<file path="config.mk">
export PLATFORM = sky130hd
export DESIGN_NAME = pixel_rom
export DESIGN_NICKNAME = d
export VERILOG_FILES = /design/src/source/fight_pkg.sv /design/src/source/screen_pkg.sv /design/src/source/pixel_rom.sv
export SDC_FILE = /design/constraint.sdc
export NUM_CORES = 1
export LEC_CHECK = 0
export ABC_AREA = 1
export BUFFER_PORTS_ARGS = -buffer_cell sky130_fd_sc_hd__buf_2
export CAP_MARGIN = 15
export CORE_MARGIN = 2
export CORE_UTILIZATION = 50
export CTS_CLUSTER_SIZE = 24
export DETAILED_ROUTE_END_ITERATION = 8
export GPL_TIMING_DRIVEN = 0
export PLACE_DENSITY = 0.69
export SLEW_MARGIN = 20
export SYNTH_ARGS = -nofsm -noshare
export SYNTH_HDL_FRONTEND = slang
export SYNTH_SLANG_ARGS = --single-unit
</file>
<file path="constraint.sdc">
create_clock -name clk -period 2.2 [get_ports clk]
set_input_delay 0.44 -clock clk [delete_from_list [all_inputs] [get_ports clk]]
set_output_delay 0.44 -clock clk [all_outputs]
set_load 0.03 [all_outputs]
</file>
<file path="src/source/fight_pkg.sv">
`default_nettype none

package fight_pkg;

  typedef enum logic [2:0] {
    state_idle      = 3'd0,
    state_countdown = 3'd1,
    state_fight     = 3'd2,
    state_p1_win    = 3'd3,
    state_p2_win    = 3'd4,
    state_draw      = 3'd5
  } game_state_t;

  // Pose codes in order
  // 0 idle, 1 walk, 2 walk back, 3 attack start, 4 attack end, 5 attack pull,
  // 6 dir attack start, 7 dir attack end, 8 dir attack pull, 9 got hit, 10 block
  // Codes 11 to 15 draw nothing
  typedef logic [3:0] pose_t;

  localparam int num_poses = 11;

  typedef logic [7:0] color_t;  // RRRGGGBB

  localparam color_t transparent_color = 8'b111_000_11;  // Magenta key
  localparam color_t heart_color       = 8'b111_000_00;
  localparam color_t shield_color      = 8'b000_000_11;
  localparam color_t digit_color       = 8'b111_111_11;
  localparam color_t background_color  = 8'b000_000_00;

  typedef logic [2:0] count3_t;  // Health or blocks, 3 and up all lit

  typedef logic player_t;  // 0 left, 1 right

endpackage

`default_nettype wire

</file>
<file path="src/source/screen_pkg.sv">
`default_nettype none

package screen_pkg;

  import fight_pkg::*;

  typedef logic [9:0] coord_t;

  localparam int screen_w = 640;
  localparam int screen_h = 480;

  localparam int icon_size   = 50;
  localparam int icon_margin = 40;
  localparam int icon_pitch  = 70;

  localparam int heart_row_y  = icon_margin;                          // 40
  localparam int shield_row_y = screen_h - icon_margin - icon_size;   // 390

  localparam int icon_bytes  = (icon_size * icon_size + 7) / 8;
  localparam int icon_addr_w = $clog2(icon_bytes);

  localparam int digit_w = 10;
  localparam int digit_h = 13;
  localparam int digit_x = screen_w / 2 - digit_w / 2;  // 315
  localparam int digit_y = screen_h / 2 - digit_h / 2;  // 234

  // Digits 1, 2, 3 stored back to back
  localparam int digit_bytes     = (digit_w * digit_h + 7) / 8;
  localparam int digit_rom_depth = 3 * digit_bytes;
  localparam int digit_addr_w    = $clog2(digit_rom_depth);

  typedef logic [7:0] bitmap_byte_t;  // MSB is first pixel

  typedef enum logic [2:0] {
    art_fighter1,
    art_fighter2,
    art_heart,
    art_shield,
    art_digit
  } art_t;

  // Left edge of icon n, counted from the outer screen edge
  function automatic coord_t icon_x(player_t player, int n);
    if (player)
      return coord_t'(screen_w - icon_margin - icon_size - n * icon_pitch);
    return coord_t'(icon_margin + n * icon_pitch);
  endfunction

  function automatic color_t sprite_texel(player_t player, pose_t pose, int col, int row);
    logic [1:0] blue;
    blue = 2'(pose[0]) + 2'(player);
    if ((col + row) % 4 == 0)
      return transparent_color;
    return {3'(col), 3'(row), blue};  // Blue never reaches 3 so never the key
  endfunction

  function automatic logic heart_bit(int col, int row);
    return ((col / 5 + row / 5) % 2) == 0;
  endfunction

  function automatic logic shield_bit(int col, int row);
    return col >= row;
  endfunction

  function automatic logic digit_bit(int d, int col, int row);
    return row == 0 || row == 6 || row == 12 || col == 9 ||
           (d == 3 && col == 0 && row == 6);
  endfunction

  function automatic logic [7:0] rom_word(art_t art, int addr, int spr_w, int spr_h);
    logic [7:0] word;
    int area;
    int lin;
    int col;
    int row;
    word = '0;
    area = spr_w * spr_h;
    case (art)
      art_fighter1, art_fighter2: begin
        col  = (addr % area) % spr_w;
        row  = (addr % area) / spr_w;
        word = sprite_texel(player_t'(art == art_fighter2), pose_t'(addr / area), col, row);
      end
      art_heart, art_shield: begin
        for (int b = 0; b < 8; b++) begin
          lin = addr * 8 + b;
          col = lin % icon_size;
          row = lin / icon_size;
          if (lin < icon_size * icon_size)
            word[7-b] = (art == art_heart) ? heart_bit(col, row) : shield_bit(col, row);
        end
      end
      default: begin
        for (int b = 0; b < 8; b++) begin
          lin = (addr % digit_bytes) * 8 + b;
          col = lin % digit_w;
          row = lin / digit_w;
          if (lin < digit_w * digit_h)
            word[7-b] = digit_bit(addr / digit_bytes + 1, col, row);
        end
      end
    endcase
    return word;
  endfunction

endpackage

`default_nettype wire

</file>
<file path="src/source/pixel_rom.sv">
`default_nettype none

module pixel_rom
  import screen_pkg::*;
#(
  parameter type  word_t   = logic [7:0],
  parameter int   depth    = 256,
  parameter art_t art      = art_heart,
  parameter int   sprite_w = 1,   // Only fighter art reads these
  parameter int   sprite_h = 1
) (
  input  logic                     clk,
  input  logic [$clog2(depth)-1:0] addr,
  output word_t                    data
);

  word_t mem [depth];

  // Contents come from the package art so the model can predict them
  initial begin
    for (int i = 0; i < depth; i++) begin
      mem[i] = word_t'(rom_word(art, i, sprite_w, sprite_h));
    end
  end

  always_ff @(posedge clk) begin
    data <= mem[addr];
  end

endmodule

`default_nettype wire

</file>
==> metrics.md <==
| Metric | Value |
|---|---|
| DRT antenna net count | 0 |
| Cell-internal power | 463.9 uW |
| Post-synth net total | 396 |
| Distinct cells, synth | 16 |
| Synthesized cell area | 2073 um^2 |
| Setup bufs post-CTS | 0 |
| Fillers | 445 |
| Hold Buf Count CTS | 0 |
| Top flop regs | data: 8 flops |
| Max Clock Freq | 0.4890 GHz |
| HPWL Detailed | 5591 um |
| Die height | 68.40 um |
| Post-synthesis mux area share | 0 |
| Main combinational cell family by area after synthesis | simple AND/OR/NAND/NOR gates |
| Critical path class | primary input to flop |
| Number of standard cells after synthesis | 379 |
| CP Launch Point | addr[1] |
| Most frequent cells in the layout | nand2_1 (144), nand3_1 (142), buf_2 (19) |
| Total grt overflow | 0 |
| P&R area growth vs syn | 7.544% |
| Critical Path, Cell by Cell | buf_2 -> inv_2 -> ha_2 -> inv_2 -> nand2_1 -> nand3_2 -> nand3_2 -> nand3_1 -> nand3_1 -> nand2_1 -> nand2_1 -> nand2_1 |
| CTS Buf Count | 3 |
| Nets | 411 |
| Number of max-cap violations | 0 |
| Crit path capture type | flop |
| # setup viols final | 0 |
| Max-slew headroom | 0.6747 |
| Type of the worst min-delay path | primary input to flop |
| Setup slack at placement | -0.03298 ns |
| Clock Tree Buf Depth | 2 |
| Tmin final | 2.045 ns |
| Synth Area in Simple Gates | 0.7701 |
| Clk network pwr share | 0.185 |
| Starting DRT DRC Count | 482 |
| FF+latch count, synth | 8 |
| DRT Pass-1 Iters | 6 |
| Depth of the CTS H-tree | 1 |
| Min-Delay Startpoint | addr[7] |
| Sw power | 460.3 uW |
| CP max-delay cell | ha_2 |
| Initial Util | 0.5183 |
| Worst EP arrival | 2.16 ns |
| Routed WL per cell | 15.88 um |
| Peak supply drop | 0.0002107 V |
| Final Hold Viols | 0 |
| I/O Pins | 17 |
| Worst-Margin Slew | 0.4880 ns |
| Total GRT Usage | 0.3210 |
| Die Wd | 68.40 um |
| Required @ worst endpoint | 2.32 ns |
| Largest net degree at the start of global routing | 11 |
| Sequential share of the synthesized area | 0.07725 |
| CP bufs+invs | 3 |
| Post-DR vias/cell | 6.158 |
| Crit path largest cell delay | 0.42 ns |
| Root Driver | clkbuf_8 |
| Core Area | 4000 um^2 |
| Synth area leader | nand3_1 |
| Main synth FF type | dfxtp_1 |
| Switching Fraction | 0.4981 |
| P per Cell Area | 414.5 nW/um^2 |
| Vias after detailed routing | 2722 |
| Crit start category | primary input |
| Routed wire length | 7017 um |
| Synth area leaders | nand3_1 (34%), nand2_1 (26%), nand3_2 (8.7%) |
| Pleak | 1.224 nW |
| Worst-path fanout max | 9 |
| Post-synth EDFFs | 0 |
| RSZ-0062 raised after global routing | no |
| Post-synthesis compound-gate area fraction | 0 |
| Delay-heaviest family, CP | simple AND/OR/NAND/NOR gates |
| Largest Register | data |
| Critical path's most frequent cell | nand2_1 |
| Clock net sink count | 8 |
| Post-synth ARST share | 0 |
| Synth Area in Adders | 0.04828 |
| XOR/XNOR Fraction of Synth Area | 0 |
| Comb power frac | 0.630 |
| Commonest non-fill, non-tap cell in the layout | nand2_1 |
| Die footprint | 4678 um^2 |
| Status | completed |
| Syn Area/Cell | 5.470 um^2 |
| Vias in the first global route | 2406 |
| Slew Viols, Final | 0 |
| CTS tree | done |
| IO Port Bufs | 10 |
| # diodes | 0 |
| Max reg flops | 8 |
| DR DRC count | 0 |
| First-pass GRT wire length | 11280 um |
| Fin crit share | 0.9295 |
| Initial antenna violation count | 0 |
| Clock transition at the registers of the reported paths | 0.04 ns |
| Share of the synthesized area in the top cell type | 0.3428 |
| Rows | 23 |
| Placer congestion estimate | 0.9844 |
| Share of power burned in registers | 0.185 |
| Hold slack final | 0.5218 ns |
| Fraction of layout cells with a size suffix above 1 | 0.1811 |
| Synthesis Warnings | 0 |
| Setup ws final | 0.1550 ns |
[cells in the mapped netlist (4+ instances only)]
master,n
buf_2,9
buf_6,4
clkbuf_1,8
dfxtp_1,8
ha_1,8
inv_1,9
nand2_1,144
nand2_2,10
nand2_4,6
nand3_1,142
nand3_2,18
[cells by family (layout without fill, tap and decap cells)]
| group | after synthesis | after routing |
|---|---|---|
| and+or+nand+nor | 322 | 322 |
| adders and majority gates | 8 | 8 |
| DFF | 8 | 8 |
| buffers and inverters | 41 | 54 |
[what timing repair did]
item	4_1_cts	5_1_grt
gates resized for setup	0	1
endpoints found under the hold margin	0	0
setup endpoints to repair	0	1
[path summary, 6_finish.rpt]
| check | to | slack [ns] | depth (start not counted) |
|---|---|---|---|
| setup / recovery | data[2] | 0.16 | 12 |
| hold / removal | data[6] | 0.52 | 3 |
[power groups by stage]
| stage | Combinational [mW] | Clock, mW | Sequential (mW) |
|---|---|---|---|
| after floorplan | 0.388 | 0 | 0.217 |
| after global placement | 0.568 | 0 | 0.172 |
| after detailed placement | 0.565 | 0 | 0.173 |
| after CTS | 0.567 | 0.175 | 0.171 |
| after global routing | 0.636 | 0.182 | 0.173 |
| final | 0.583 | 0.171 | 0.171 |
[layer usage]
layer	part of all wire	wire length [um]	up-vias	track usage
li1	-	-	1294	-
met1	0.41	2906	1207	0.4633
met2	0.42	2946	195	0.4844
met3	0.13	925	26	0.04112
met4	0.034	239	0	0.1075
met5	0	0	-	0
[cell type report]
type	instances	area, um^2	share of cell area
multi-input combinational	330	1699	0.7621
sequential	8	160.2	0.07183
buffer	27	153.9	0.06902
inverter	14	62.56	0.02806
tap	50	62.56	0.02806
timing repair buffer	10	50.05	0.02245
clock buffer	3	41.29	0.01852
[through the flow]
step	std cells	power (mW)	util	TNS (ns)	instance area (um^2)
3_3_place_gp	439	0.7406	0.5465	-0.1091	2186
5_1_grt	442	0.9910	0.5574	0	2230
3_5_place_dp	439	0.7377	0.5465	-0.09024	2186
2_1_floorplan	379	0.6055	-	0	2073
4_1_cts	442	0.9126	0.5568	0	2227
6_report	442	0.9243	0.5574	0	2230
Note: power is estimated with default switching activity, not from simulation.
