## src/source/fight_pkg.sv

```systemverilog
`default_nettype none

package fight_pkg;

  typedef enum logic [2:0] {
    state_idle      = 3'd0,
    state_countdown = 3'd1,
    state_fight     = 3'd2,
    state_p1_win    = 3'd3,
    state_p2_win    = 3'd4,
    state_draw      = 3'd5
  } game_state_t;

  // Pose codes in order
  // 0 idle, 1 walk, 2 walk back, 3 attack start, 4 attack end, 5 attack pull,
  // 6 dir attack start, 7 dir attack end, 8 dir attack pull, 9 got hit, 10 block
  // Codes 11 to 15 draw nothing
  typedef logic [3:0] pose_t;

  localparam int num_poses = 11;

  typedef logic [7:0] color_t;  // RRRGGGBB

  localparam color_t transparent_color = 8'b111_000_11;  // Magenta key
  localparam color_t heart_color       = 8'b111_000_00;
  localparam color_t shield_color      = 8'b000_000_11;
  localparam color_t digit_color       = 8'b111_111_11;
  localparam color_t background_color  = 8'b000_000_00;

  typedef logic [2:0] count3_t;  // Health or blocks, 3 and up all lit

  typedef logic player_t;  // 0 left, 1 right

endpackage

`default_nettype wire

```

## src/source/screen_pkg.sv

```systemverilog
`default_nettype none

package screen_pkg;

  import fight_pkg::*;

  typedef logic [9:0] coord_t;

  localparam int screen_w = 640;
  localparam int screen_h = 480;

  localparam int icon_size   = 50;
  localparam int icon_margin = 40;
  localparam int icon_pitch  = 70;

  localparam int heart_row_y  = icon_margin;                          // 40
  localparam int shield_row_y = screen_h - icon_margin - icon_size;   // 390

  localparam int icon_bytes  = (icon_size * icon_size + 7) / 8;
  localparam int icon_addr_w = $clog2(icon_bytes);

  localparam int digit_w = 10;
  localparam int digit_h = 13;
  localparam int digit_x = screen_w / 2 - digit_w / 2;  // 315
  localparam int digit_y = screen_h / 2 - digit_h / 2;  // 234

  // Digits 1, 2, 3 stored back to back
  localparam int digit_bytes     = (digit_w * digit_h + 7) / 8;
  localparam int digit_rom_depth = 3 * digit_bytes;
  localparam int digit_addr_w    = $clog2(digit_rom_depth);

  typedef logic [7:0] bitmap_byte_t;  // MSB is first pixel

  typedef enum logic [2:0] {
    art_fighter1,
    art_fighter2,
    art_heart,
    art_shield,
    art_digit
  } art_t;

  // Left edge of icon n, counted from the outer screen edge
  function automatic coord_t icon_x(player_t player, int n);
    if (player)
      return coord_t'(screen_w - icon_margin - icon_size - n * icon_pitch);
    return coord_t'(icon_margin + n * icon_pitch);
  endfunction

  function automatic color_t sprite_texel(player_t player, pose_t pose, int col, int row);
    logic [1:0] blue;
    blue = 2'(pose[0]) + 2'(player);
    if ((col + row) % 4 == 0)
      return transparent_color;
    return {3'(col), 3'(row), blue};  // Blue never reaches 3 so never the key
  endfunction

  function automatic logic heart_bit(int col, int row);
    return ((col / 5 + row / 5) % 2) == 0;
  endfunction

  function automatic logic shield_bit(int col, int row);
    return col >= row;
  endfunction

  function automatic logic digit_bit(int d, int col, int row);
    return row == 0 || row == 6 || row == 12 || col == 9 ||
           (d == 3 && col == 0 && row == 6);
  endfunction

  function automatic logic [7:0] rom_word(art_t art, int addr, int spr_w, int spr_h);
    logic [7:0] word;
    int area;
    int lin;
    int col;
    int row;
    word = '0;
    area = spr_w * spr_h;
    case (art)
      art_fighter1, art_fighter2: begin
        col  = (addr % area) % spr_w;
        row  = (addr % area) / spr_w;
        word = sprite_texel(player_t'(art == art_fighter2), pose_t'(addr / area), col, row);
      end
      art_heart, art_shield: begin
        for (int b = 0; b < 8; b++) begin
          lin = addr * 8 + b;
          col = lin % icon_size;
          row = lin / icon_size;
          if (lin < icon_size * icon_size)
            word[7-b] = (art == art_heart) ? heart_bit(col, row) : shield_bit(col, row);
        end
      end
      default: begin
        for (int b = 0; b < 8; b++) begin
          lin = (addr % digit_bytes) * 8 + b;
          col = lin % digit_w;
          row = lin / digit_w;
          if (lin < digit_w * digit_h)
            word[7-b] = digit_bit(addr / digit_bytes + 1, col, row);
        end
      end
    endcase
    return word;
  endfunction

endpackage

`default_nettype wire

```

## src/source/sprite_locator.sv

```systemverilog
`default_nettype none

module sprite_locator
  import fight_pkg::*;
  import screen_pkg::*;
#(
  parameter int  sprite_w = 113,
  parameter int  sprite_h = 157,
  localparam int area     = sprite_w * sprite_h,
  localparam int addr_w   = $clog2(num_poses * area)
) (
  input  logic              clk,
  input  logic              arst_n,
  input  coord_t            pixel_x,
  input  coord_t            pixel_y,
  input  coord_t            pos_x,
  input  coord_t            pos_y,
  input  pose_t             pose,
  output logic              hit,
  output logic [addr_w-1:0] rom_addr
);

  coord_t            rel_x;
  coord_t            rel_y;
  logic              in_box;
  logic [addr_w-1:0] addr_next;

  // Left or above the sprite wraps to a large offset
  assign rel_x = pixel_x - pos_x;
  assign rel_y = pixel_y - pos_y;

  assign in_box = rel_x < sprite_w && rel_y < sprite_h && pose < num_poses;

  assign addr_next = addr_w'(pose * area + rel_y * sprite_w + rel_x);  // Pose block then raster

  always_ff @(posedge clk or negedge arst_n) begin
    if (!arst_n)
      hit <= 1'b0;
    else
      hit <= in_box;
  end

  always_ff @(posedge clk) begin
    rom_addr <= in_box ? addr_next : '0;  // Keep ROM in range off sprite
  end

endmodule

`default_nettype wire

```

## config.mk

```make
export PLATFORM = sky130hd
export DESIGN_NAME = sprite_locator
export DESIGN_NICKNAME = d
export VERILOG_FILES = /design/src/source/fight_pkg.sv /design/src/source/screen_pkg.sv /design/src/source/sprite_locator.sv
export SDC_FILE = /design/constraint.sdc
export NUM_CORES = 1
export LEC_CHECK = 0
export BUFFER_PORTS_ARGS = -buffer_cell sky130_fd_sc_hd__buf_2
export CAP_MARGIN = 20
export CORE_MARGIN = 1
export CORE_UTILIZATION = 37
export CTS_CLUSTER_DIAMETER = 200
export DETAILED_ROUTE_END_ITERATION = 16
export SLEW_MARGIN = 20
export SYNTH_ARGS = -nofsm -noshare
export SYNTH_HDL_FRONTEND = slang
export SYNTH_SLANG_ARGS = --single-unit
export TNS_END_PERCENT = 30
```

## constraint.sdc

```tcl
create_clock -name clk -period 0.8 [get_ports clk]
set_clock_uncertainty 0.05 [all_clocks]
set_input_delay 0.12 -clock clk [delete_from_list [all_inputs] [get_ports clk]]
set_output_delay 0.12 -clock clk [all_outputs]
set_load 0.05 [all_outputs]
```

==> metrics.txt <==
Worst path most repeated cell buf_6; Overflow after GRT 0; die footprint 11900 um^2; area delta synth->final 60.2%; Die H 109 um; initial antenna violation count 0; Final Worst Setup Slack -4.19 ns; share of layout cells above drive strength 1 49.3%; met2 GRT Util 31.4%; vias in the first global route 3883; max-cap viol count 0; Crit Path Class in -> reg; DRC viols 0; Req. time, crit path 0.92 ns; predominant post-synthesis flop cell dfxtp_1; maximum clock frequency 200 MHz; IO Pins 65; CP endpoint kind register; period utilisation layout 624%; final hold violation count 0; post-synth top area cell ha_1; Clock H-tree levels 1; hpwl dp 7.92 mm; met1 global-route usage 21.0%; Post-Syn Nets 663; Rel. slew slack 65.6%; Avg Cell Area, Syn 8.83 um^2; crit path cell chain buf_8 -> inv_12 -> ha_4 -> inv_2 -> fa_2 -> buf_4 -> buf_6 -> xor2_4 -> buf_6 -> buf_6 -> maj3_1 -> ha_1 -> fa_2 -> fa_1 -> inv_1 -> fa_1 -> inv_1 -> ha_2 -> a21o_1 -> a21oi_2 -> nor3b_4 -> nand2_1 -> or4b_1 -> a31oi_1; pre-CTS WS -4.77 ns; DR WL/cell 12.0 um; first-pass GRT wire length 16.5 mm; minimum clock period 4.99 ns; Routed WL 9.80 mm; Inserted Clock Buffers 3; Slew Limit Fails 0; post-synth cell types 62; Max Root-Sink Buffers 2; M3 GR Usage 0.897%; DR pass1 iterations 4; clk sinks 19; cells taking the most area after synthesis ha_1 (29%), fa_1 (19%), inv_1 (11%); Design Area, Final 6770 um^2; mapped cell area 4230 um^2; GRT Util Overall 17.2%; Detail Route Antenna Nets 0; # diodes 0; Worst-Margin Slew 0.509 ns; crit start category primary input; Yosys top cell area share 29.0%; clock root buffer clkbuf_16; RSZ-0062 raised after global routing yes; FFs w/ async S/R, synth 5.26%; status finished, violations left; fin cells 818; Via Count 3763; clock slew seen by the registers of the worst setup and hold paths 0.05 ns; Worst path slowest cell fa_1; DRT iter0 DRCs 86; grt peak-use layer met2; placed cell area 5670 um^2; Core Area 11000 um^2; failing checks negative setup slack; largest net degree at the start of global routing 17; final RePlAce weighted congestion 0.821; Final setup viols 38; Critical Path Max Stage Delay 0.53 ns; register area share after synthesis 9.12%; Starting Density 38.5%; layout net count 863; Critical Path AT 5.12 ns; number of cell rows 38; CTS tree done; yosys warns 0; Via density 4.60; placed instance count 787; type of the worst min-delay path in -> async; number of synthesized flops with an enable pin 0; DIE WIDTH 109 um; Post-Syn Instances 479; PortBufs 64; post-synthesis register bit count 19; Max FO, Critical Path 4
==> what timing repair did <==
| action | 4_1_cts | 5_1_grt |
|---|---|---|
| gates resized for setup | 160 | 30 |
| hold endpoints to repair | 1 | 0 |
| endpoints found under the setup margin | 38 | 38 |
| pin swaps | 64 | 23 |
| hold buffers | 1 | 0 |
| cloned | 0 | 0 |
| setup buffers | 21 | 6 |
==> cell usage in the layout, fill, tap and decap left out, types with 6 or more instances in the layout <==
master / instances
nor2_1: 17
nand2_1: 7
nand2_2: 6
fa_1: 35
buf_8: 18
ha_4: 24
buf_4: 115
buf_6: 21
o21ai_0: 8
xnor2_1: 9
nor3_1: 6
inv_1: 101
dfxtp_2: 17
a21o_1: 10
a21oi_2: 10
ha_1: 70
inv_2: 18
xor2_1: 13
nor2_2: 6
a21oi_1: 9
buf_2: 41
==> synth_stat cells (all sizes together) (4+ instances only) <==
| library cell | n |
|---|---|
| dfxtp | 18 |
| a21oi | 24 |
| nand3 | 6 |
| xor2 | 17 |
| a21o | 10 |
| nor2b | 8 |
| inv | 121 |
| o21a | 5 |
| xnor2 | 15 |
| nor2 | 23 |
| a31oi | 5 |
| nand2 | 13 |
| nor3 | 8 |
| nand2b | 4 |
| ha | 98 |
| o21ai | 12 |
| and2 | 6 |
| fa | 40 |
==> per-stage QoR <==
step                      utilization (%)  setup TNS (ns)  hold WS [ns]
after floorplan                         -          -63.61        -0.226
after detailed placement             51.7          -72.21        -0.152
after global routing                 61.7          -69.73         0.127
after global placement               51.7          -71.05        -0.153
after CTS                            59.8          -64.49         0.121
final                                61.7          -65.72         0.121
==> final timing paths <==
kind	start	to	slack, ns	depth (start not counted)
max in group asynchronous	arst_n	hit	0.50	2
setup / recovery	pixel_y[0]	rom_addr[16]	-4.19	24
min in group clk	pixel_x[8]	rom_addr[3]	0.56	7
hold / removal	arst_n	hit	0.12	2
==> worst max-delay path: cells and delay by family <==
kind | cells | cell delay [ns]
xor+xnor | 1 | 0.14
compound gates | 3 | 0.46
simple gates | 3 | 0.76
buf+inv | 9 | 0.79
fa+ha+maj | 8 | 2.83
==> metal layers <==
metal  share of wire, %  wire length (um)  vias to the layer above
met3                2.1               206                       13
li1                   -                 -                     1968
met4                2.5               245                        0
met1                 45              4400                     1713
met2                 50              4940                       69
met5                  0                 0                        -
==> registers in the layout, summed over array words and instances, names as in the netlist <==
signal,cells
rom_addr,18
hit,1
==> logic make-up after synthesis <==
group	after synthesis	share of synthesized area, %
adder cells (fa/ha/maj)	140	48.4
AO/OA/AOI/OAI	78	13.0
buffers and inverters	124	11.4
AND/OR/NAND/NOR	86	11.2
flip-flops	19	9.12
XOR/XNOR	32	6.81
==> area by class of cell <==
| class | count | area, um^2 |
|---|---|---|
| fillers | 847 | 4210 |
| multi-input cells | 336 | 4010 |
| repair buffers | 198 | 1630 |
| inverters | 121 | 472 |
| flip-flops and latches | 19 | 407 |
| well taps | 140 | 175 |
| clock buffers | 4 | 78.8 |
Power is not shown: default switching activity piles up to over one toggle a cycle in this logic, so the estimate is an artifact.
