## config.mk

```make
export PLATFORM = sky130hd
export DESIGN_NAME = pixel_compose
export DESIGN_NICKNAME = d
export VERILOG_FILES = /design/src/source/fight_pkg.sv /design/src/source/screen_pkg.sv /design/src/source/pixel_compose.sv
export SDC_FILE = /design/constraint.sdc
export NUM_CORES = 1
export LEC_CHECK = 0
export BUFFER_PORTS_ARGS = -buffer_cell sky130_fd_sc_hd__buf_2
export CORE_MARGIN = 1
export CORE_UTILIZATION = 44
export CTS_CLUSTER_SIZE = 30
export DETAILED_ROUTE_END_ITERATION = 10
export HOLD_SLACK_MARGIN = 0.02
export PLACE_DENSITY = 0.85
export SLEW_MARGIN = 25
export SYNTH_ARGS = -nofsm -noshare
export SYNTH_HDL_FRONTEND = slang
export SYNTH_SLANG_ARGS = --single-unit
export TNS_END_PERCENT = 10
```

## constraint.sdc

```tcl
create_clock -name clk -period 3.8 [get_ports clk]
set_input_delay 0.19 -clock clk [delete_from_list [all_inputs] [get_ports clk]]
set_output_delay 0.19 -clock clk [all_outputs]
set_load 0.005 [all_outputs]
```

## src/source/fight_pkg.sv

```systemverilog
`default_nettype none

package fight_pkg;

  typedef enum logic [2:0] {
    state_idle      = 3'd0,
    state_countdown = 3'd1,
    state_fight     = 3'd2,
    state_p1_win    = 3'd3,
    state_p2_win    = 3'd4,
    state_draw      = 3'd5
  } game_state_t;

  // Pose codes in order
  // 0 idle, 1 walk, 2 walk back, 3 attack start, 4 attack end, 5 attack pull,
  // 6 dir attack start, 7 dir attack end, 8 dir attack pull, 9 got hit, 10 block
  // Codes 11 to 15 draw nothing
  typedef logic [3:0] pose_t;

  localparam int num_poses = 11;

  typedef logic [7:0] color_t;  // RRRGGGBB

  localparam color_t transparent_color = 8'b111_000_11;  // Magenta key
  localparam color_t heart_color       = 8'b111_000_00;
  localparam color_t shield_color      = 8'b000_000_11;
  localparam color_t digit_color       = 8'b111_111_11;
  localparam color_t background_color  = 8'b000_000_00;

  typedef logic [2:0] count3_t;  // Health or blocks, 3 and up all lit

  typedef logic player_t;  // 0 left, 1 right

endpackage

`default_nettype wire

```

## src/source/screen_pkg.sv

```systemverilog
`default_nettype none

package screen_pkg;

  import fight_pkg::*;

  typedef logic [9:0] coord_t;

  localparam int screen_w = 640;
  localparam int screen_h = 480;

  localparam int icon_size   = 50;
  localparam int icon_margin = 40;
  localparam int icon_pitch  = 70;

  localparam int heart_row_y  = icon_margin;                          // 40
  localparam int shield_row_y = screen_h - icon_margin - icon_size;   // 390

  localparam int icon_bytes  = (icon_size * icon_size + 7) / 8;
  localparam int icon_addr_w = $clog2(icon_bytes);

  localparam int digit_w = 10;
  localparam int digit_h = 13;
  localparam int digit_x = screen_w / 2 - digit_w / 2;  // 315
  localparam int digit_y = screen_h / 2 - digit_h / 2;  // 234

  // Digits 1, 2, 3 stored back to back
  localparam int digit_bytes     = (digit_w * digit_h + 7) / 8;
  localparam int digit_rom_depth = 3 * digit_bytes;
  localparam int digit_addr_w    = $clog2(digit_rom_depth);

  typedef logic [7:0] bitmap_byte_t;  // MSB is first pixel

  typedef enum logic [2:0] {
    art_fighter1,
    art_fighter2,
    art_heart,
    art_shield,
    art_digit
  } art_t;

  // Left edge of icon n, counted from the outer screen edge
  function automatic coord_t icon_x(player_t player, int n);
    if (player)
      return coord_t'(screen_w - icon_margin - icon_size - n * icon_pitch);
    return coord_t'(icon_margin + n * icon_pitch);
  endfunction

  function automatic color_t sprite_texel(player_t player, pose_t pose, int col, int row);
    logic [1:0] blue;
    blue = 2'(pose[0]) + 2'(player);
    if ((col + row) % 4 == 0)
      return transparent_color;
    return {3'(col), 3'(row), blue};  // Blue never reaches 3 so never the key
  endfunction

  function automatic logic heart_bit(int col, int row);
    return ((col / 5 + row / 5) % 2) == 0;
  endfunction

  function automatic logic shield_bit(int col, int row);
    return col >= row;
  endfunction

  function automatic logic digit_bit(int d, int col, int row);
    return row == 0 || row == 6 || row == 12 || col == 9 ||
           (d == 3 && col == 0 && row == 6);
  endfunction

  function automatic logic [7:0] rom_word(art_t art, int addr, int spr_w, int spr_h);
    logic [7:0] word;
    int area;
    int lin;
    int col;
    int row;
    word = '0;
    area = spr_w * spr_h;
    case (art)
      art_fighter1, art_fighter2: begin
        col  = (addr % area) % spr_w;
        row  = (addr % area) / spr_w;
        word = sprite_texel(player_t'(art == art_fighter2), pose_t'(addr / area), col, row);
      end
      art_heart, art_shield: begin
        for (int b = 0; b < 8; b++) begin
          lin = addr * 8 + b;
          col = lin % icon_size;
          row = lin / icon_size;
          if (lin < icon_size * icon_size)
            word[7-b] = (art == art_heart) ? heart_bit(col, row) : shield_bit(col, row);
        end
      end
      default: begin
        for (int b = 0; b < 8; b++) begin
          lin = (addr % digit_bytes) * 8 + b;
          col = lin % digit_w;
          row = lin / digit_w;
          if (lin < digit_w * digit_h)
            word[7-b] = digit_bit(addr / digit_bytes + 1, col, row);
        end
      end
    endcase
    return word;
  endfunction

endpackage

`default_nettype wire

```

## src/source/pixel_compose.sv

```systemverilog
`default_nettype none

module pixel_compose
  import fight_pkg::*;
  import screen_pkg::*;
(
  input  logic         clk,
  input  logic         arst_n,
  input  logic         p1_hit,
  input  logic         p2_hit,
  input  logic         heart_hit,
  input  logic         shield_hit,
  input  logic         digit_hit,
  input  logic [2:0]   heart_bit_sel,
  input  logic [2:0]   shield_bit_sel,
  input  logic [2:0]   digit_bit_sel,
  input  game_state_t  state_q,
  input  logic         digit_valid,
  input  color_t       p1_texel,
  input  color_t       p2_texel,
  input  bitmap_byte_t heart_word,
  input  bitmap_byte_t shield_word,
  input  bitmap_byte_t digit_word,
  output color_t       pixel_data
);

  logic        p1_hit_d;
  logic        p2_hit_d;
  logic        heart_hit_d;
  logic        shield_hit_d;
  logic        digit_hit_d;
  logic        digit_valid_d;
  game_state_t state_d;
  logic [2:0]  heart_sel_d;
  logic [2:0]  shield_sel_d;
  logic [2:0]  digit_sel_d;
  color_t      color_next;

  // Flags wait one cycle alongside the ROM read
  always_ff @(posedge clk or negedge arst_n) begin
    if (!arst_n) begin
      p1_hit_d      <= 1'b0;
      p2_hit_d      <= 1'b0;
      heart_hit_d   <= 1'b0;
      shield_hit_d  <= 1'b0;
      digit_hit_d   <= 1'b0;
      digit_valid_d <= 1'b0;
      state_d       <= state_idle;
    end else begin
      p1_hit_d      <= p1_hit;
      p2_hit_d      <= p2_hit;
      heart_hit_d   <= heart_hit;
      shield_hit_d  <= shield_hit;
      digit_hit_d   <= digit_hit;
      digit_valid_d <= digit_valid;
      state_d       <= state_q;
    end
  end

  always_ff @(posedge clk) begin
    heart_sel_d  <= heart_bit_sel;
    shield_sel_d <= shield_bit_sel;
    digit_sel_d  <= digit_bit_sel;
  end

  always_comb begin
    color_next = background_color;
    case (state_d)
      state_countdown: begin
        if (digit_hit_d && digit_valid_d && digit_word[3'd7 - digit_sel_d])
          color_next = digit_color;
      end
      state_fight: begin
        if (heart_hit_d)
          color_next = heart_word[3'd7 - heart_sel_d] ? heart_color : transparent_color;
        else if (shield_hit_d)
          color_next = shield_word[3'd7 - shield_sel_d] ? shield_color : transparent_color;
        else if (p1_hit_d && p1_texel != transparent_color)
          color_next = p1_texel;  // Left fighter in front
        else if (p2_hit_d)
          color_next = p2_texel;
        else
          color_next = transparent_color;
      end
      default: color_next = background_color;  // Idle and end screens
    endcase
  end

  always_ff @(posedge clk or negedge arst_n) begin
    if (!arst_n)
      pixel_data <= background_color;
    else
      pixel_data <= color_next;
  end

endmodule

`default_nettype wire

```

==> tab_implementation.tex <==
\begin{tabular}{lr}
\hline
Metric & Value \\
\hline
\multicolumn{2}{l}{\textbf{GRT}} \\
GRT Residual Overflow & 0 \\
Via count of the first global-routing pass & 1051 \\
Total global routing track utilization & 22.23\% \\
Global-route wire length before repair & 4209 um \\
Initial antenna violation count & 0 \\
Largest net degree at the start of global routing & 18 \\
\multicolumn{2}{l}{\textbf{Timing}} \\
Post-route setup TNS & 0 ps \\
Number of hold violations in the final report & 0 \\
Period utilization & 42.05\% \\
Count of final max-slew check failures & 0 \\
RSZ-0062 raised after global routing & no \\
Final Hold Slack & 163.4 ps \\
Final period demand of the worst path & 1598 ps \\
Skew final & 9.179 ps \\
Tightest slew margin relative to the limit & 63.88\% \\
Upper clock frequency limit & 625.9 MHz \\
Setup-violating endpoint count in the final report & 0 \\
Transition at the pin with the smallest max-transition slack & 534.8 ps \\
\multicolumn{2}{l}{\textbf{Clocking}} \\
Clock latency on the worst-skew pair & 310 ps \\
Number of buffers created by CTS & 3 \\
CTS Buffer Depth & 2 \\
Clock tree from TritonCTS & built \\
Cell at the root of the clock tree & sky130\_fd\_sc\_hd\_\_clkbuf\_4 \\
Maximum level of the CTS H-tree & 1 \\
Clk slew on worst S/H paths & 140 ps \\
Clock Sink Count & 26 \\
\multicolumn{2}{l}{\textbf{Power and ir drop}} \\
Static leakage & 0.8270 nW \\
Internal power of the cells & 451.0 uW \\
VDD IR-drop max & 0.2317 mV \\
PwrDens & 340.9 mW/mm2 \\
Fraction of power spent switching nets & 20.93\% \\
Share of power burned in registers & 52.4\% \\
Switching power of the nets & 119.4 uW \\
Part of the total power dissipated in the clock network & 32.6\% \\
Total power & 570.3 uW \\
Portion of total power attributed to combinational logic & 15.0\% \\
\multicolumn{2}{l}{\textbf{Floorplan}} \\
\# rows & 17 \\
I/O pin count & 68 \\
Total Die Area & 0.002635 mm2 \\
Effective utilization at floorplan & 47.50\% \\
Vertical die dimension & 51.34 um \\
Core Footprint & 0.002255 mm2 \\
Horizontal die dimension & 51.34 um \\
\multicolumn{2}{l}{\textbf{Synthesis}} \\
Share of synthesized flip-flops with an asynchronous set or reset & 65.38\% \\
Most used standard cells in the synthesized netlist & sky130\_fd\_sc\_hd\_\_dfrtp\_1, sky130\_fd\_sc\_hd\_\_dfxtp\_1, sky130\_fd\_sc\_hd\_\_nand2\_1, sky130\_fd\_sc\_hd\_\_nand2b\_1, sky130\_fd\_sc\_hd\_\_nand3\_1 \\
Share of synthesized area occupied by flip-flops and latches & 56.54\% \\
Netlist area before placement & 0.001071 mm2 \\
Number of synthesized flops with an enable pin & 0 \\
Number of distinct standard cells referenced by the synthesized netlist & 32 \\
Biggest area consumer among synthesized cells & sky130\_fd\_sc\_hd\_\_dfrtp\_1 \\
Syn\_nets & 143 \\
Total of warnings raised by yosys & 0 \\
Most frequent cell after synthesis & sky130\_fd\_sc\_hd\_\_dfrtp\_1 \\
Fraction of post-synthesis cell area in the top cell type by area & 39.72\% \\
Number of cells produced by synthesis & 83 \\
Top area cells in the synthesized netlist & sky130\_fd\_sc\_hd\_\_dfrtp\_1, sky130\_fd\_sc\_hd\_\_dfxtp\_1, sky130\_fd\_sc\_hd\_\_mux4\_1 \\
Syn\_area\_per\_cell & 12.90 um2 \\
Top FF cell, synth & sky130\_fd\_sc\_hd\_\_dfrtp\_1 \\
Number of flip-flops and latches in the synthesized netlist & 26 \\
\multicolumn{2}{l}{\textbf{Setup path}} \\
Capturing element type of the critical path & flop \\
Category of the critical setup timing path & reg -> reg \\
Req. time, crit path & 4000 ps \\
WP data arrival & 1800 ps \\
Peak fanout along the critical path & 8 \\
Kind of launch point of the worst setup path & flop \\
\multicolumn{2}{l}{\textbf{Drt}} \\
Routed Wire Length & 2669 um \\
Detail-routed net length per standard cell & 13.35 um \\
Vias/cell & 5.225 \\
Count of antenna-violating nets left after detailed routing & 0 \\
Total via count after detailed routing & 1045 \\
Residual DRC & 0 \\
Initial DRT Pass Iterations & 6 \\
Initial DRC count & 29 \\
\multicolumn{2}{l}{\textbf{Job}} \\
Max-cap violations & 0 \\
\multicolumn{2}{l}{\textbf{Layout}} \\
Post-route cell area & 0.001673 mm2 \\
NumNets Final & 233 \\
Fraction of final layout cells with drive strength greater than 1 & 44.77\% \\
ANT cells & 0 \\
Area overhead of the layout relative to synthesis & 56.19\% \\
Share of the core filled with cells & 74.20\% \\
\multicolumn{2}{l}{\textbf{Placement}} \\
DP Wirelength & 2032 um \\
Routability congestion estimate & 0.7923 \\
DP Area & 0.001430 mm2 \\
Number of port buffers & 67 \\
\multicolumn{2}{l}{\textbf{Run status}} \\
Outcome & finished, final reports clean \\
\multicolumn{2}{l}{\textbf{Min path}} \\
Worst hold path class & in -> reg \\
\hline
\end{tabular}
-- worst max-delay path: stages (launching register included) --
cell and delay [ps]:
sky130_fd_sc_hd__dfxtp_1 390, sky130_fd_sc_hd__mux4_1 570, sky130_fd_sc_hd__mux2i_1 140, sky130_fd_sc_hd__or3_1 260, sky130_fd_sc_hd__o31ai_1 120
-- placed cells by master (no fill, tap or decap), types with 2 or more instances in the layout --
cell type / n
sky130_fd_sc_hd__nand4b_1: 2
sky130_fd_sc_hd__o311ai_1: 3
sky130_fd_sc_hd__nand2_1: 4
sky130_fd_sc_hd__o21ai_1: 3
sky130_fd_sc_hd__o22ai_1: 2
sky130_fd_sc_hd__and2_1: 3
sky130_fd_sc_hd__mux4_1: 2
sky130_fd_sc_hd__mux2_2: 2
sky130_fd_sc_hd__a31oi_1: 3
sky130_fd_sc_hd__buf_2: 67
sky130_fd_sc_hd__nand2b_1: 4
sky130_fd_sc_hd__dlygate4sd3_1: 19
sky130_fd_sc_hd__nor2_1: 2
sky130_fd_sc_hd__mux4_2: 2
sky130_fd_sc_hd__dfrtp_1: 17
sky130_fd_sc_hd__dfxtp_1: 9
sky130_fd_sc_hd__nand3_1: 4
sky130_fd_sc_hd__o31ai_1: 2
sky130_fd_sc_hd__mux2i_1: 2
sky130_fd_sc_hd__inv_1: 2
sky130_fd_sc_hd__clkbuf_4: 3
sky130_fd_sc_hd__nand3b_1: 2
-- power groups by stage --
stage / clock [mW] / sequential [mW] / combinational [mW]
floorplan: 0 / 0.303 / 0.0279
global placement: 0 / 0.303 / 0.0674
detailed placement: 0 / 0.304 / 0.0703
CTS: 0.189 / 0.299 / 0.0854
global route: 0.199 / 0.301 / 0.0942
finish: 0.186 / 0.299 / 0.0856
-- through the flow --
| step | worst slack, ps | instances |
|---|---|---|
| CTS | 2162 | 200 |
| floorplan | 2412 | 83 |
| detailed placement | 2181 | 177 |
| global route | 2088 | 200 |
| global placement | 2322 | 177 |
| finish | 2202 | 200 |
-- cell type report --
type | count | area [um2]
clock buffer | 3 | 22.52
clock inverter | 1 | 30.03
fill | 156 | 581.8
inverter | 2 | 7.507
multi-input combinational | 54 | 446.7
sequential | 26 | 605.6
tap | 28 | 35.03
timing repair buffer | 86 | 525.5
-- flip-flops by register name (all words and copies together), names as in the netlist --
signal         count
p2_hit_d           1
digit_valid_d      1
shield_sel_d       3
digit_sel_d        3
heart_hit_d        1
p1_hit_d           1
state_d            3
pixel_data         8
digit_hit_d        1
heart_sel_d        3
shield_hit_d       1
-- layer usage --
layer | routed length (um) | vias to the layer above | GRT usage (%) | part of all wire [%]
met3 | 211 | 8 | 3.869 | 7.9
met1 | 1008 | 471 | 22.75 | 38
met2 | 1381 | 63 | 42.54 | 52
met4 | 68 | 0 | 11.26 | 2.5
li1 | - | 503 | - | -
met5 | 0 | - | 0 | 0
-- final timing paths --
path,slack (ps),depth (start not counted),start,to
min,160,3,p2_texel[7],pixel_data[7]$_DFF_PN0_
max,2200,4,digit_sel_d[1]$_DFF_P_,pixel_data[1]$_DFF_PN0_
max reg2reg,2200,4,digit_sel_d[1]$_DFF_P_,pixel_data[1]$_DFF_PN0_
min reg2reg,600,2,state_d[2]$_DFF_PN0_,pixel_data[0]$_DFF_PN0_
max in group asynchronous,3230,2,arst_n,p1_hit_d$_DFF_PN0_
min in group asynchronous,300,2,arst_n,digit_hit_d$_DFF_PN0_
-- cells by family after synthesis --
logic type             count (synthesis)  share of synthesized area (%)
and+or+nand+nor                       27                          14.95
DFF                                   26                          56.54
AOI/OAI and AO/OA                     19                          13.67
muxes                                  8                          13.08
buffers and inverters                  3                          1.753
-- timing repair --
action / 4_1_cts / 5_1_grt
hold buffers: 19 / 0
setup buffers: 0 / 0
hold endpoints to repair: 35 / 0
gates resized for setup: 0 / 0
(Power assumes the default switching activity.)
