$ cat src/source/fight_pkg.sv
`default_nettype none

package fight_pkg;

  typedef enum logic [2:0] {
    state_idle      = 3'd0,
    state_countdown = 3'd1,
    state_fight     = 3'd2,
    state_p1_win    = 3'd3,
    state_p2_win    = 3'd4,
    state_draw      = 3'd5
  } game_state_t;

  // Pose codes in order
  // 0 idle, 1 walk, 2 walk back, 3 attack start, 4 attack end, 5 attack pull,
  // 6 dir attack start, 7 dir attack end, 8 dir attack pull, 9 got hit, 10 block
  // Codes 11 to 15 draw nothing
  typedef logic [3:0] pose_t;

  localparam int num_poses = 11;

  typedef logic [7:0] color_t;  // RRRGGGBB

  localparam color_t transparent_color = 8'b111_000_11;  // Magenta key
  localparam color_t heart_color       = 8'b111_000_00;
  localparam color_t shield_color      = 8'b000_000_11;
  localparam color_t digit_color       = 8'b111_111_11;
  localparam color_t background_color  = 8'b000_000_00;

  typedef logic [2:0] count3_t;  // Health or blocks, 3 and up all lit

  typedef logic player_t;  // 0 left, 1 right

endpackage

`default_nettype wire

$ cat src/source/screen_pkg.sv
`default_nettype none

package screen_pkg;

  import fight_pkg::*;

  typedef logic [9:0] coord_t;

  localparam int screen_w = 640;
  localparam int screen_h = 480;

  localparam int icon_size   = 50;
  localparam int icon_margin = 40;
  localparam int icon_pitch  = 70;

  localparam int heart_row_y  = icon_margin;                          // 40
  localparam int shield_row_y = screen_h - icon_margin - icon_size;   // 390

  localparam int icon_bytes  = (icon_size * icon_size + 7) / 8;
  localparam int icon_addr_w = $clog2(icon_bytes);

  localparam int digit_w = 10;
  localparam int digit_h = 13;
  localparam int digit_x = screen_w / 2 - digit_w / 2;  // 315
  localparam int digit_y = screen_h / 2 - digit_h / 2;  // 234

  // Digits 1, 2, 3 stored back to back
  localparam int digit_bytes     = (digit_w * digit_h + 7) / 8;
  localparam int digit_rom_depth = 3 * digit_bytes;
  localparam int digit_addr_w    = $clog2(digit_rom_depth);

  typedef logic [7:0] bitmap_byte_t;  // MSB is first pixel

  typedef enum logic [2:0] {
    art_fighter1,
    art_fighter2,
    art_heart,
    art_shield,
    art_digit
  } art_t;

  // Left edge of icon n, counted from the outer screen edge
  function automatic coord_t icon_x(player_t player, int n);
    if (player)
      return coord_t'(screen_w - icon_margin - icon_size - n * icon_pitch);
    return coord_t'(icon_margin + n * icon_pitch);
  endfunction

  function automatic color_t sprite_texel(player_t player, pose_t pose, int col, int row);
    logic [1:0] blue;
    blue = 2'(pose[0]) + 2'(player);
    if ((col + row) % 4 == 0)
      return transparent_color;
    return {3'(col), 3'(row), blue};  // Blue never reaches 3 so never the key
  endfunction

  function automatic logic heart_bit(int col, int row);
    return ((col / 5 + row / 5) % 2) == 0;
  endfunction

  function automatic logic shield_bit(int col, int row);
    return col >= row;
  endfunction

  function automatic logic digit_bit(int d, int col, int row);
    return row == 0 || row == 6 || row == 12 || col == 9 ||
           (d == 3 && col == 0 && row == 6);
  endfunction

  function automatic logic [7:0] rom_word(art_t art, int addr, int spr_w, int spr_h);
    logic [7:0] word;
    int area;
    int lin;
    int col;
    int row;
    word = '0;
    area = spr_w * spr_h;
    case (art)
      art_fighter1, art_fighter2: begin
        col  = (addr % area) % spr_w;
        row  = (addr % area) / spr_w;
        word = sprite_texel(player_t'(art == art_fighter2), pose_t'(addr / area), col, row);
      end
      art_heart, art_shield: begin
        for (int b = 0; b < 8; b++) begin
          lin = addr * 8 + b;
          col = lin % icon_size;
          row = lin / icon_size;
          if (lin < icon_size * icon_size)
            word[7-b] = (art == art_heart) ? heart_bit(col, row) : shield_bit(col, row);
        end
      end
      default: begin
        for (int b = 0; b < 8; b++) begin
          lin = (addr % digit_bytes) * 8 + b;
          col = lin % digit_w;
          row = lin / digit_w;
          if (lin < digit_w * digit_h)
            word[7-b] = digit_bit(addr / digit_bytes + 1, col, row);
        end
      end
    endcase
    return word;
  endfunction

endpackage

`default_nettype wire

$ cat src/source/hud_locator.sv
`default_nettype none

module hud_locator
  import fight_pkg::*;
  import screen_pkg::*;
(
  input  logic                    clk,
  input  logic                    arst_n,
  input  coord_t                  pixel_x,
  input  coord_t                  pixel_y,
  input  count3_t                 p1_health,
  input  count3_t                 p2_health,
  input  count3_t                 p1_blocks,
  input  count3_t                 p2_blocks,
  input  game_state_t             game_state,
  input  logic [6:0]              game_duration,
  output logic                    heart_hit,
  output logic                    shield_hit,
  output logic                    digit_hit,
  output logic [icon_addr_w-1:0]  heart_addr,
  output logic [icon_addr_w-1:0]  shield_addr,
  output logic [digit_addr_w-1:0] digit_addr,
  output logic [2:0]              heart_bit_sel,
  output logic [2:0]              shield_bit_sel,
  output logic [2:0]              digit_bit_sel,
  output game_state_t             state_q,
  output logic                    digit_valid
);

  typedef struct packed {
    logic       hit;
    logic [5:0] col;
    logic [5:0] row;
  } icon_loc_t;

  // Icon n of a player is lit once its count exceeds n
  function automatic icon_loc_t locate_icon(coord_t x, coord_t y, int row_y,
                                            count3_t left_cnt, count3_t right_cnt);
    icon_loc_t loc;
    coord_t    dx;
    coord_t    dy;
    loc = '0;
    dy  = y - coord_t'(row_y);
    for (int n = 0; n < 3; n++) begin
      dx = x - icon_x(1'b0, n);
      if (dx < icon_size && dy < icon_size && left_cnt > n) begin
        loc = {1'b1, dx[5:0], dy[5:0]};
      end
      dx = x - icon_x(1'b1, n);
      if (dx < icon_size && dy < icon_size && right_cnt > n) begin
        loc = {1'b1, dx[5:0], dy[5:0]};
      end
    end
    return loc;
  endfunction

  icon_loc_t                heart_loc;
  icon_loc_t                shield_loc;
  logic [11:0]              heart_lin;
  logic [11:0]              shield_lin;
  coord_t                   digit_dx;
  coord_t                   digit_dy;
  logic [7:0]               digit_lin;
  logic                     digit_in_box;
  logic                     duration_ok;
  logic [1:0]               digit_slot;
  logic [digit_addr_w-1:0]  digit_addr_next;

  assign heart_loc  = locate_icon(pixel_x, pixel_y, heart_row_y, p1_health, p2_health);
  assign shield_loc = locate_icon(pixel_x, pixel_y, shield_row_y, p1_blocks, p2_blocks);

  assign heart_lin  = 12'(heart_loc.row * icon_size + heart_loc.col);
  assign shield_lin = 12'(shield_loc.row * icon_size + shield_loc.col);

  assign digit_dx     = pixel_x - coord_t'(digit_x);
  assign digit_dy     = pixel_y - coord_t'(digit_y);
  assign digit_in_box = digit_dx < digit_w && digit_dy < digit_h;
  assign digit_lin    = digit_in_box ? 8'(digit_dy * digit_w + digit_dx) : 8'd0;

  // Duration 1, 2, 3 shows digit 3, 2, 1
  assign duration_ok     = game_duration >= 7'd1 && game_duration <= 7'd3;
  assign digit_slot      = duration_ok ? 2'(7'd3 - game_duration) : 2'd0;
  assign digit_addr_next = digit_addr_w'(digit_slot * digit_bytes + (digit_lin >> 3));

  always_ff @(posedge clk or negedge arst_n) begin
    if (!arst_n) begin
      heart_hit   <= 1'b0;
      shield_hit  <= 1'b0;
      digit_hit   <= 1'b0;
      digit_valid <= 1'b0;
      state_q     <= state_idle;
    end else begin
      heart_hit   <= heart_loc.hit;
      shield_hit  <= shield_loc.hit;
      digit_hit   <= digit_in_box;
      digit_valid <= duration_ok;
      state_q     <= game_state;
    end
  end

  always_ff @(posedge clk) begin
    heart_addr     <= heart_lin[icon_addr_w+2:3];
    shield_addr    <= shield_lin[icon_addr_w+2:3];
    digit_addr     <= digit_addr_next;
    heart_bit_sel  <= heart_lin[2:0];
    shield_bit_sel <= shield_lin[2:0];
    digit_bit_sel  <= digit_lin[2:0];
  end

endmodule

`default_nettype wire

$ cat config.mk
export PLATFORM = sky130hd
export DESIGN_NAME = hud_locator
export DESIGN_NICKNAME = d
export VERILOG_FILES = /design/src/source/fight_pkg.sv /design/src/source/screen_pkg.sv /design/src/source/hud_locator.sv
export SDC_FILE = /design/constraint.sdc
export NUM_CORES = 1
export LEC_CHECK = 0
export BUFFER_PORTS_ARGS = -buffer_cell sky130_fd_sc_hd__buf_2
export CAP_MARGIN = 5
export CORE_ASPECT_RATIO = 2
export CORE_UTILIZATION = 30
export CTS_CLUSTER_DIAMETER = 120
export CTS_CLUSTER_SIZE = 20
export DETAILED_ROUTE_END_ITERATION = 8
export PLACE_DENSITY_LB_ADDON = 0.25
export SLEW_MARGIN = 5
export SYNTH_ARGS = -nofsm -noshare
export SYNTH_HDL_FRONTEND = slang
export SYNTH_SLANG_ARGS = --single-unit
$ cat constraint.sdc
create_clock -name clk -period 1.55 [get_ports clk]
set_clock_uncertainty 0.15 [all_clocks]
set_input_delay 0.31 -clock clk [delete_from_list [all_inputs] [get_ports clk]]
set_output_delay 0.31 -clock clk [all_outputs]
set_load 0.05 [all_outputs]
==> summary.md, run 1 <==
| Metric | Value |
|---|---|
| Status | `finished with violations` |
| Failing checks | `negative setup slack` |
| Final min period | `4.706 ns` |
| Number of global-route vias before repair | `6395` |
| Synth Net Count | `770` |
| Non-filler instance count after layout | `1156` |
| Most frequent cell after synthesis | `ha_1` |
| Highest routing layer actually used | `met4` |
| Commonest cells post-synth | `ha_1, nor2_1, a21oi_1, inv_1, xnor2_1` |
| DRT met1 WL | `6.476 mm` |
| Clock network power share | `0.263` |
| Global route total overflow | `0` |
| Cells after synthesis | `626` |
| Dpl ws | `-3.651 ns` |
| Combinational power share | `0.484` |
| Die height | `187.9 um` |
| CP max-delay cell | `a211o_1` |
| Reg clk slew, reported paths | `0.06 ns` |
| First-pass GRT wire length | `31.89 mm` |
| Largest net degree at the start of global routing | `19` |
| WL met2 | `12.14 mm` |
| Number of core rows | `67` |
| Post-detailed-route count of antenna-violating nets | `0` |
| Max_cap viols | `0` |
| Max_slew headroom | `0.6485` |
| Core ar. | `16850 um2` |
| Crit path DAT | `4.74 ns` |
| Max Buffers Root-to-Sink | `2` |
| Residual DRC | `0` |
| RSZ-0062 raised after global routing | `true` |
| Setup violators final | `36` |
| Ports | `84` |
| Initial Util | `0.3077` |
| Worst Slack Setup Final | `-3.156 ns` |
| Post-synth top flop | `dfxtp_1` |
| TritonCTS clock tree | `yes` |
| Fillers | `1527` |
| Placed inst area | `7625 um2` |
| Worst VDD drop | `0.3939 mV` |
| Clk sinks | `40` |
| DP HPWL | `16.94 mm` |
| Critical Path RT | `1.58 ns` |
| Critical Path Most Common Cell | `buf_4` |
| Max FO, Critical Path | `6` |
| CP max stage delay | `0.28 ns` |
| Tcrit/Tclk final | `3.036` |
| Synth Cell Area | `5185 um2` |
| Post-synth EDFFs | `0` |
| Post-synth top area share | `0.2244` |
| Vias/cell | `5.173` |
| Slew Limit Fails | `0` |
| Tightest Pin Transition | `0.5217 ns` |
| Layout cell share with drive strength beyond 1 | `0.5607` |
| Post-synth cell types | `73` |
| Post-Route WL | `21.01 mm` |
| Final Hold Fails | `0` |
| CTS Buf Count | `5` |
| Wire length on met3 | `587 um` |
| Power per cell area | `448.9 nW/um2` |
| Total track usage | `0.2362` |
| Area delta synth->final | `79.42%` |
| Die Wd | `94.96 um` |
| Finished Cell Area | `9303 um2` |
| Vias | `5980` |
| Startpoint Class | `input port` |
| Antenna violations before repair | `2` |
| Critical path class | `input port to register` |
| Dpl cells | `1095` |
| PortBufs | `83` |
| Dominant cell type by area after synthesis | `ha_1` |
| Post-synth ARST share | `0.1750` |
| Tot Pwr | `4.176 mW` |
| Register area share after synthesis | `0.1612` |
| Sequential Power Share | `0.253` |
| H-tree depth | `2` |
| Synthesized area per cell | `8.283 um2` |
| Synth warn | `0` |
| Die ar. | `17840 um2` |
| P_int | `2.739 mW` |
| Switching Power | `1.437 mW` |
| DR WL/cell | `18.17 um` |
| FMAX | `212.5 MHz` |
| Fin util | `0.5521` |
| Iteration-0 DRC Markers | `179` |
| Hold Path Class | `input port to register` |
| Gp weighted congestion | `1.013` |
| Synth top area cells | `ha_1, dfxtp_1, xnor2_1` |
| Switch share | `0.3440` |
| 1st-pass router iterations | `5` |
| Clk root buf | `clkbuf_16` |
| Setup crit end kind | `register` |
| P_leak | `4.435 nW` |
| Final #Nets | `1090` |
| #FFs+latches synth | `40` |
-- repair_timing --
| action | CTS | global route |
|---|---|---|
| setup endpoints to repair | 36 | 36 |
| resized for setup | 119 | 105 |
| buffers inserted | 37 | 19 |
| hold buffers | 4 | 0 |
| pin swaps | 60 | 86 |
| endpoints found under the hold margin | 10 | 0 |
-- sequential cells by signal (all words and copies together) (netlist names) --
register and flops:
heart_hit 1, shield_hit 1, state_q 3, shield_addr 9, heart_addr 9, digit_bit_sel 3
heart_bit_sel 3, shield_bit_sel 3, digit_addr 6, digit_hit 1, digit_valid 1
-- cell type report --
| cell class | instances | area [um2] | share of cell area |
|---|---|---|---|
| Antenna cell | 2 | 5.005 | 0.0005380 |
| Clock buffer | 7 | 153.9 | 0.01654 |
| Clock inverter | 1 | 5.005 | 0.0005380 |
| Inverter | 47 | 201.4 | 0.02165 |
| Multi-Input combinational cell | 516 | 5326 | 0.5726 |
| Sequential cell | 40 | 835.8 | 0.08985 |
| Tap cell | 207 | 259.0 | 0.02784 |
| Timing Repair Buffer | 336 | 2516 | 0.2705 |
-- layer usage --
metal  global-route usage  vias up
met3              0.02230       87
li1                     -     2873
met2               0.4685      169
met4               0.1888        0
met1               0.1990     2851
met5                    0        -
-- through the flow --
| stage | TNS, ns | hold slack [ns] |
|---|---|---|
| after floorplan | -71.93 | -0.1356 |
| after global placement | -90.12 | -0.007941 |
| after detailed placement | -91.74 | -0.002096 |
| after CTS | -71.42 | 0.06840 |
| after global routing | -77.50 | 0.08386 |
| final | -73.00 | 0.06845 |
-- cells in the final DEF, fill, tap and decap left out, drive strengths merged, types with 6 or more instances in the layout --
cell type  instances
a211oi             8
a21o              13
a21oi             47
a31oi              8
buf              331
clkbuf             8
dfrtp              7
dfxtp             33
fa                 7
ha                93
inv               44
mux2i             12
nand2             29
nand2b             7
nor2              61
nor2b             11
nor3              18
nor4               8
o21a               6
o21ai             23
o21bai             7
xnor2             41
xor2              27
-- final timing paths --
kind | slack, ns | startpoint | depth (start not counted) | to
min in group asynchronous | 0.24 | arst_n | 2 | digit_valid$_DFF_PN0_
min | 0.07 | game_duration[2] | 2 | digit_valid$_DFF_PN0_
max in group asynchronous | 0.86 | arst_n | 2 | state_q[0]$_DFF_PN0_
max | -3.16 | pixel_x[2] | 26 | heart_addr[8]$_DFF_P_
-- kinds of logic after synthesis --
family                   count (synthesis)  share of synthesized area
XOR/XNOR                                68                     0.1149
multiplexers                            16                    0.03185
AND/OR/NAND/NOR                        175                     0.1757
AO/OA/AOI/OAI                          157                     0.2080
buffers and inverters                   70                    0.05695
flip-flops                              40                     0.1612
adder cells (fa/ha/maj)                100                     0.2514
-- power by group through the flow --
stage          registers [mW]  logic (mW)  clock network [mW]
2_1_floorplan            1.15       0.861                   0
3_3_place_gp             1.08        1.59                   0
3_5_place_dp             1.08        1.62                   0
4_1_cts                  1.06        1.83                1.13
5_1_grt                  1.06        2.16                1.18
6_report                 1.06        2.02                1.10
-- worst max-delay path, delay by kind of cell --
| kind | cells | cell delay (ns) |
|---|---|---|
| buffers and inverters | 7 | 0.95 |
| AOI/OAI and AO/OA | 7 | 1.20 |
| adders and majority gates | 5 | 1.20 |
| and+or+nand+nor | 5 | 0.78 |
| xor gates and xnor gates | 2 | 0.29 |
(Power assumes the default switching activity.)
==> inputs of run 2 (changes only) <==
==> constraint.sdc (replaced) <==
create_clock -name clk -period 6 [get_ports clk]
set_clock_uncertainty 0.15 [all_clocks]
set_input_delay 1.2 -clock clk [delete_from_list [all_inputs] [get_ports clk]]
set_output_delay 1.2 -clock clk [all_outputs]
set_load 0.05 [all_outputs]
==> run 2 against run 1 <==
The flow now finishes without violations. Critical endpoint is now shield_addr[7]$_DFF_P_. Flip-flop and latch count did not move. Worst hold slack improved by 0.51 ns. Cell count fell by 11%. Largest cell class unchanged. Critical path type unchanged. Global-route usage fell by 3.6 points. Final area fell by 24%.
==> summary.md, run 2 (synthesized netlist as in run 1, its figures left out) <==
| Metric | Value |
|---|---|
| DRT met1 WL | `5.622 mm (was 6.476 mm)` |
| Antenna violations before repair | `2 (unchanged)` |
| Wire length on met3 | `638 um (was 587 um)` |
| Initial Util | `0.3077 (unchanged)` |
| Status | `finished clean (was finished with violations)` |
| Layout cell share with drive strength beyond 1 | `0.3281 (was 0.5607)` |
| Critical path class | `input port to register (unchanged)` |
| Die Wd | `94.96 um (unchanged)` |
| Startpoint Class | `input port (unchanged)` |
| Die ar. | `17840 um2 (unchanged)` |
| Area delta synth->final | `36.56% (was 79.42%)` |
| Critical Path RT | `6.03 ns (was 1.58 ns)` |
| DP HPWL | `14.63 mm (was 16.94 mm)` |
| Setup violators final | `0 (was 36)` |
| Critical Path Most Common Cell | `ha_4 (was buf_4)` |
| Final #Nets | `966 (was 1090)` |
| Post-detailed-route count of antenna-violating nets | `0 (unchanged)` |
| Most common cell after layout, fill and taps aside | `buf_4 (unchanged)` |
| Max_cap viols | `0 (unchanged)` |
| Clk sinks | `40 (unchanged)` |
| Reg clk slew, reported paths | `0.06 ns (about the same)` |
| Iteration-0 DRC Markers | `195 (was 179)` |
| Tightest Pin Transition | `0.6820 ns (was 0.5217 ns)` |
| Worst VDD drop | `0.09837 mV (was 0.3939 mV)` |
| CTS Buf Count | `5 (unchanged)` |
| Setup crit end kind | `register (unchanged)` |
| Core ar. | `16850 um2 (unchanged)` |
| Crit path DAT | `5.74 ns (was 4.74 ns)` |
| Multi-input logic area | `4252 um2 (was 5326 um2)` |
| Fillers | `1731 (was 1527)` |
| Most frequent cells in the layout | `buf_4, ha_1, buf_2 (was buf_4, buf_2, ha_1)` |
| Hold Path Class | `input port to asynchronous set/reset pin (was input port to register)` |
| Die height | `187.9 um (unchanged)` |
| Residual DRC | `0 (unchanged)` |
| Post-Route WL | `16.99 mm (was 21.01 mm)` |
| CP max-delay cell | `or4_4 (was a211o_1)` |
| P_leak | `3.641 nW (was 4.435 nW)` |
| Top Registers | `heart_addr (9), shield_addr (9), digit_addr (6) (unchanged)` |
| Slew Limit Fails | `0 (unchanged)` |
| Number of core rows | `67 (unchanged)` |
| Clk root buf | `clkbuf_16 (unchanged)` |
| Max_slew headroom | `0.5418 (was 0.6485)` |
| Max Buffers Root-to-Sink | `2 (unchanged)` |
| FMAX | `175.1 MHz` |
| WL met2 | `9.022 mm (was 12.14 mm)` |
| Vias/cell | `5.114 (was 5.173)` |
| Number of global-route vias before repair | `5351 (was 6395)` |
| DR WL/cell | `16.48 um (was 18.17 um)` |
| Global route total overflow | `0 (unchanged)` |
| 1st-pass router iterations | `4 (was 5)` |
| Tcrit/Tclk final | `0.9518` |
| PortBufs | `83 (unchanged)` |
| RSZ-0062 raised after global routing | `false (was true)` |
| Post-Route Setup TNS | `0 ns (was -73.00 ns)` |
| Crit-path cells | `buf_2 -> inv_2 -> buf_4 -> ha_1 -> a21boi_4 -> o211a_1 -> a211o_1 -> buf_4 -> o311a_2 -> or4_4 -> a21oi_4 -> nor2_4 -> ha_4 -> ha_4 -> ha_4 -> fa_1 -> a21oi_2 -> nor2_1 -> nor2_2 -> xnor2_1 -> nand2_1 -> a21oi_1 -> a21oi_1 -> xor2_1` |
| Final Hold Fails | `0 (unchanged)` |
| CP max stage delay | `0.55 ns (was 0.28 ns)` |
| Max FO, Critical Path | `6 (unchanged)` |
| Ports | `84 (unchanged)` |
| Largest net degree at the start of global routing | `17 (was 19)` |
| Total track usage | `0.2005 (was 0.2362)` |
| Final min period | `5.711 ns` |
| Area taken by flip-flops and latches | `835.8 um2 (unchanged)` |
| Tot Pwr | `937.5 uW (was 4.176 mW)` |
| H-tree depth | `2 (unchanged)` |
| TritonCTS clock tree | `yes (unchanged)` |
| Highest routing layer actually used | `met4 (unchanged)` |
| Vias | `5273 (was 5980)` |
| First-pass GRT wire length | `26.85 mm (was 31.89 mm)` |
| Power per cell area | `132.4 nW/um2 (was 448.9 nW/um2)` |
| Gp weighted congestion | `0.9806 (was 1.013)` |
## run 2: worst max-delay path, delay by kind of cell
kind / cells / cell delay (ns)
XOR/XNOR: 2 / 0.28
AND/OR/NAND/NOR: 5 / 0.95
adder cells (fa/ha/maj): 5 / 1.41
AO/OA/AOI/OAI: 8 / 1.35
buffers and inverters: 4 / 0.52
## run 2: what timing repair did
item | CTS | global route
gates resized for setup | 0 | 20
endpoints found under the setup margin | 0 | 7
hold buffers | 0 | 0
buffers inserted | 0 | 2
## run 2: worst paths after layout
kind,cells after the start,startpoint,slack [ns],endpoint
min in group clk,1,game_state[1],0.86,state_q[1]$_DFF_PN0_
max,24,pixel_x[3],0.29,shield_addr[7]$_DFF_P_
min,1,arst_n,0.58,state_q[1]$_DFF_PN0_
max in group asynchronous,1,arst_n,4.97,heart_hit$_DFF_PN0_
## run 2: final cells by class
| class | count | area share |
|---|---|---|
| antenna | 1 | 0.0003534 |
| tap | 207 | 0.03658 |
| inverter | 47 | 0.02492 |
| clock buffer | 5 | 0.01767 |
| sequential | 40 | 0.1180 |
| clock inverter | 3 | 0.006538 |
| timing repair buffer | 212 | 0.1954 |
| multi-input combinational | 516 | 0.6005 |
## run 2: power by group
part / internal (mW) / switching (mW) / total [mW] / leakage, nW
combinational: 0.154 / 0.198 / 0.352 / 3.20
sequential: 0.272 / 0.00109 / 0.273 / 0.358
clock: 0.198 / 0.115 / 0.312 / 0.0804
total: 0.623 / 0.314 / 0.938 / 3.64
## run 2: metal layers
metal,global-route usage,vias to the layer above
li1,-,2632
met1,0.1795,2415
met2,0.3716,156
met3,0.02636,70
met4,0.1789,0
met5,0,-
## run 2: per-stage QoR
| step | hold WS (ns) | setup WS, ns | util | std cells | instance area [um2] |
|---|---|---|---|---|---|
| 6_report | 0.5798 | 0.2893 | 0.4202 | 1031 | 7081 |
| 5_1_grt | 0.5790 | 0.00005906 | 0.4201 | 1030 | 7078 |
| 4_1_cts | 0.5738 | 0.09560 | 0.4143 | 1028 | 6982 |
| 3_5_place_dp | 0.8907 | -0.1962 | 0.4042 | 1020 | 6810 |
| 3_3_place_gp | 0.8833 | -0.1526 | 0.4042 | 1020 | 6810 |
| 2_1_floorplan | 0.7544 | 0.003007 | - | 626 | 5330 |
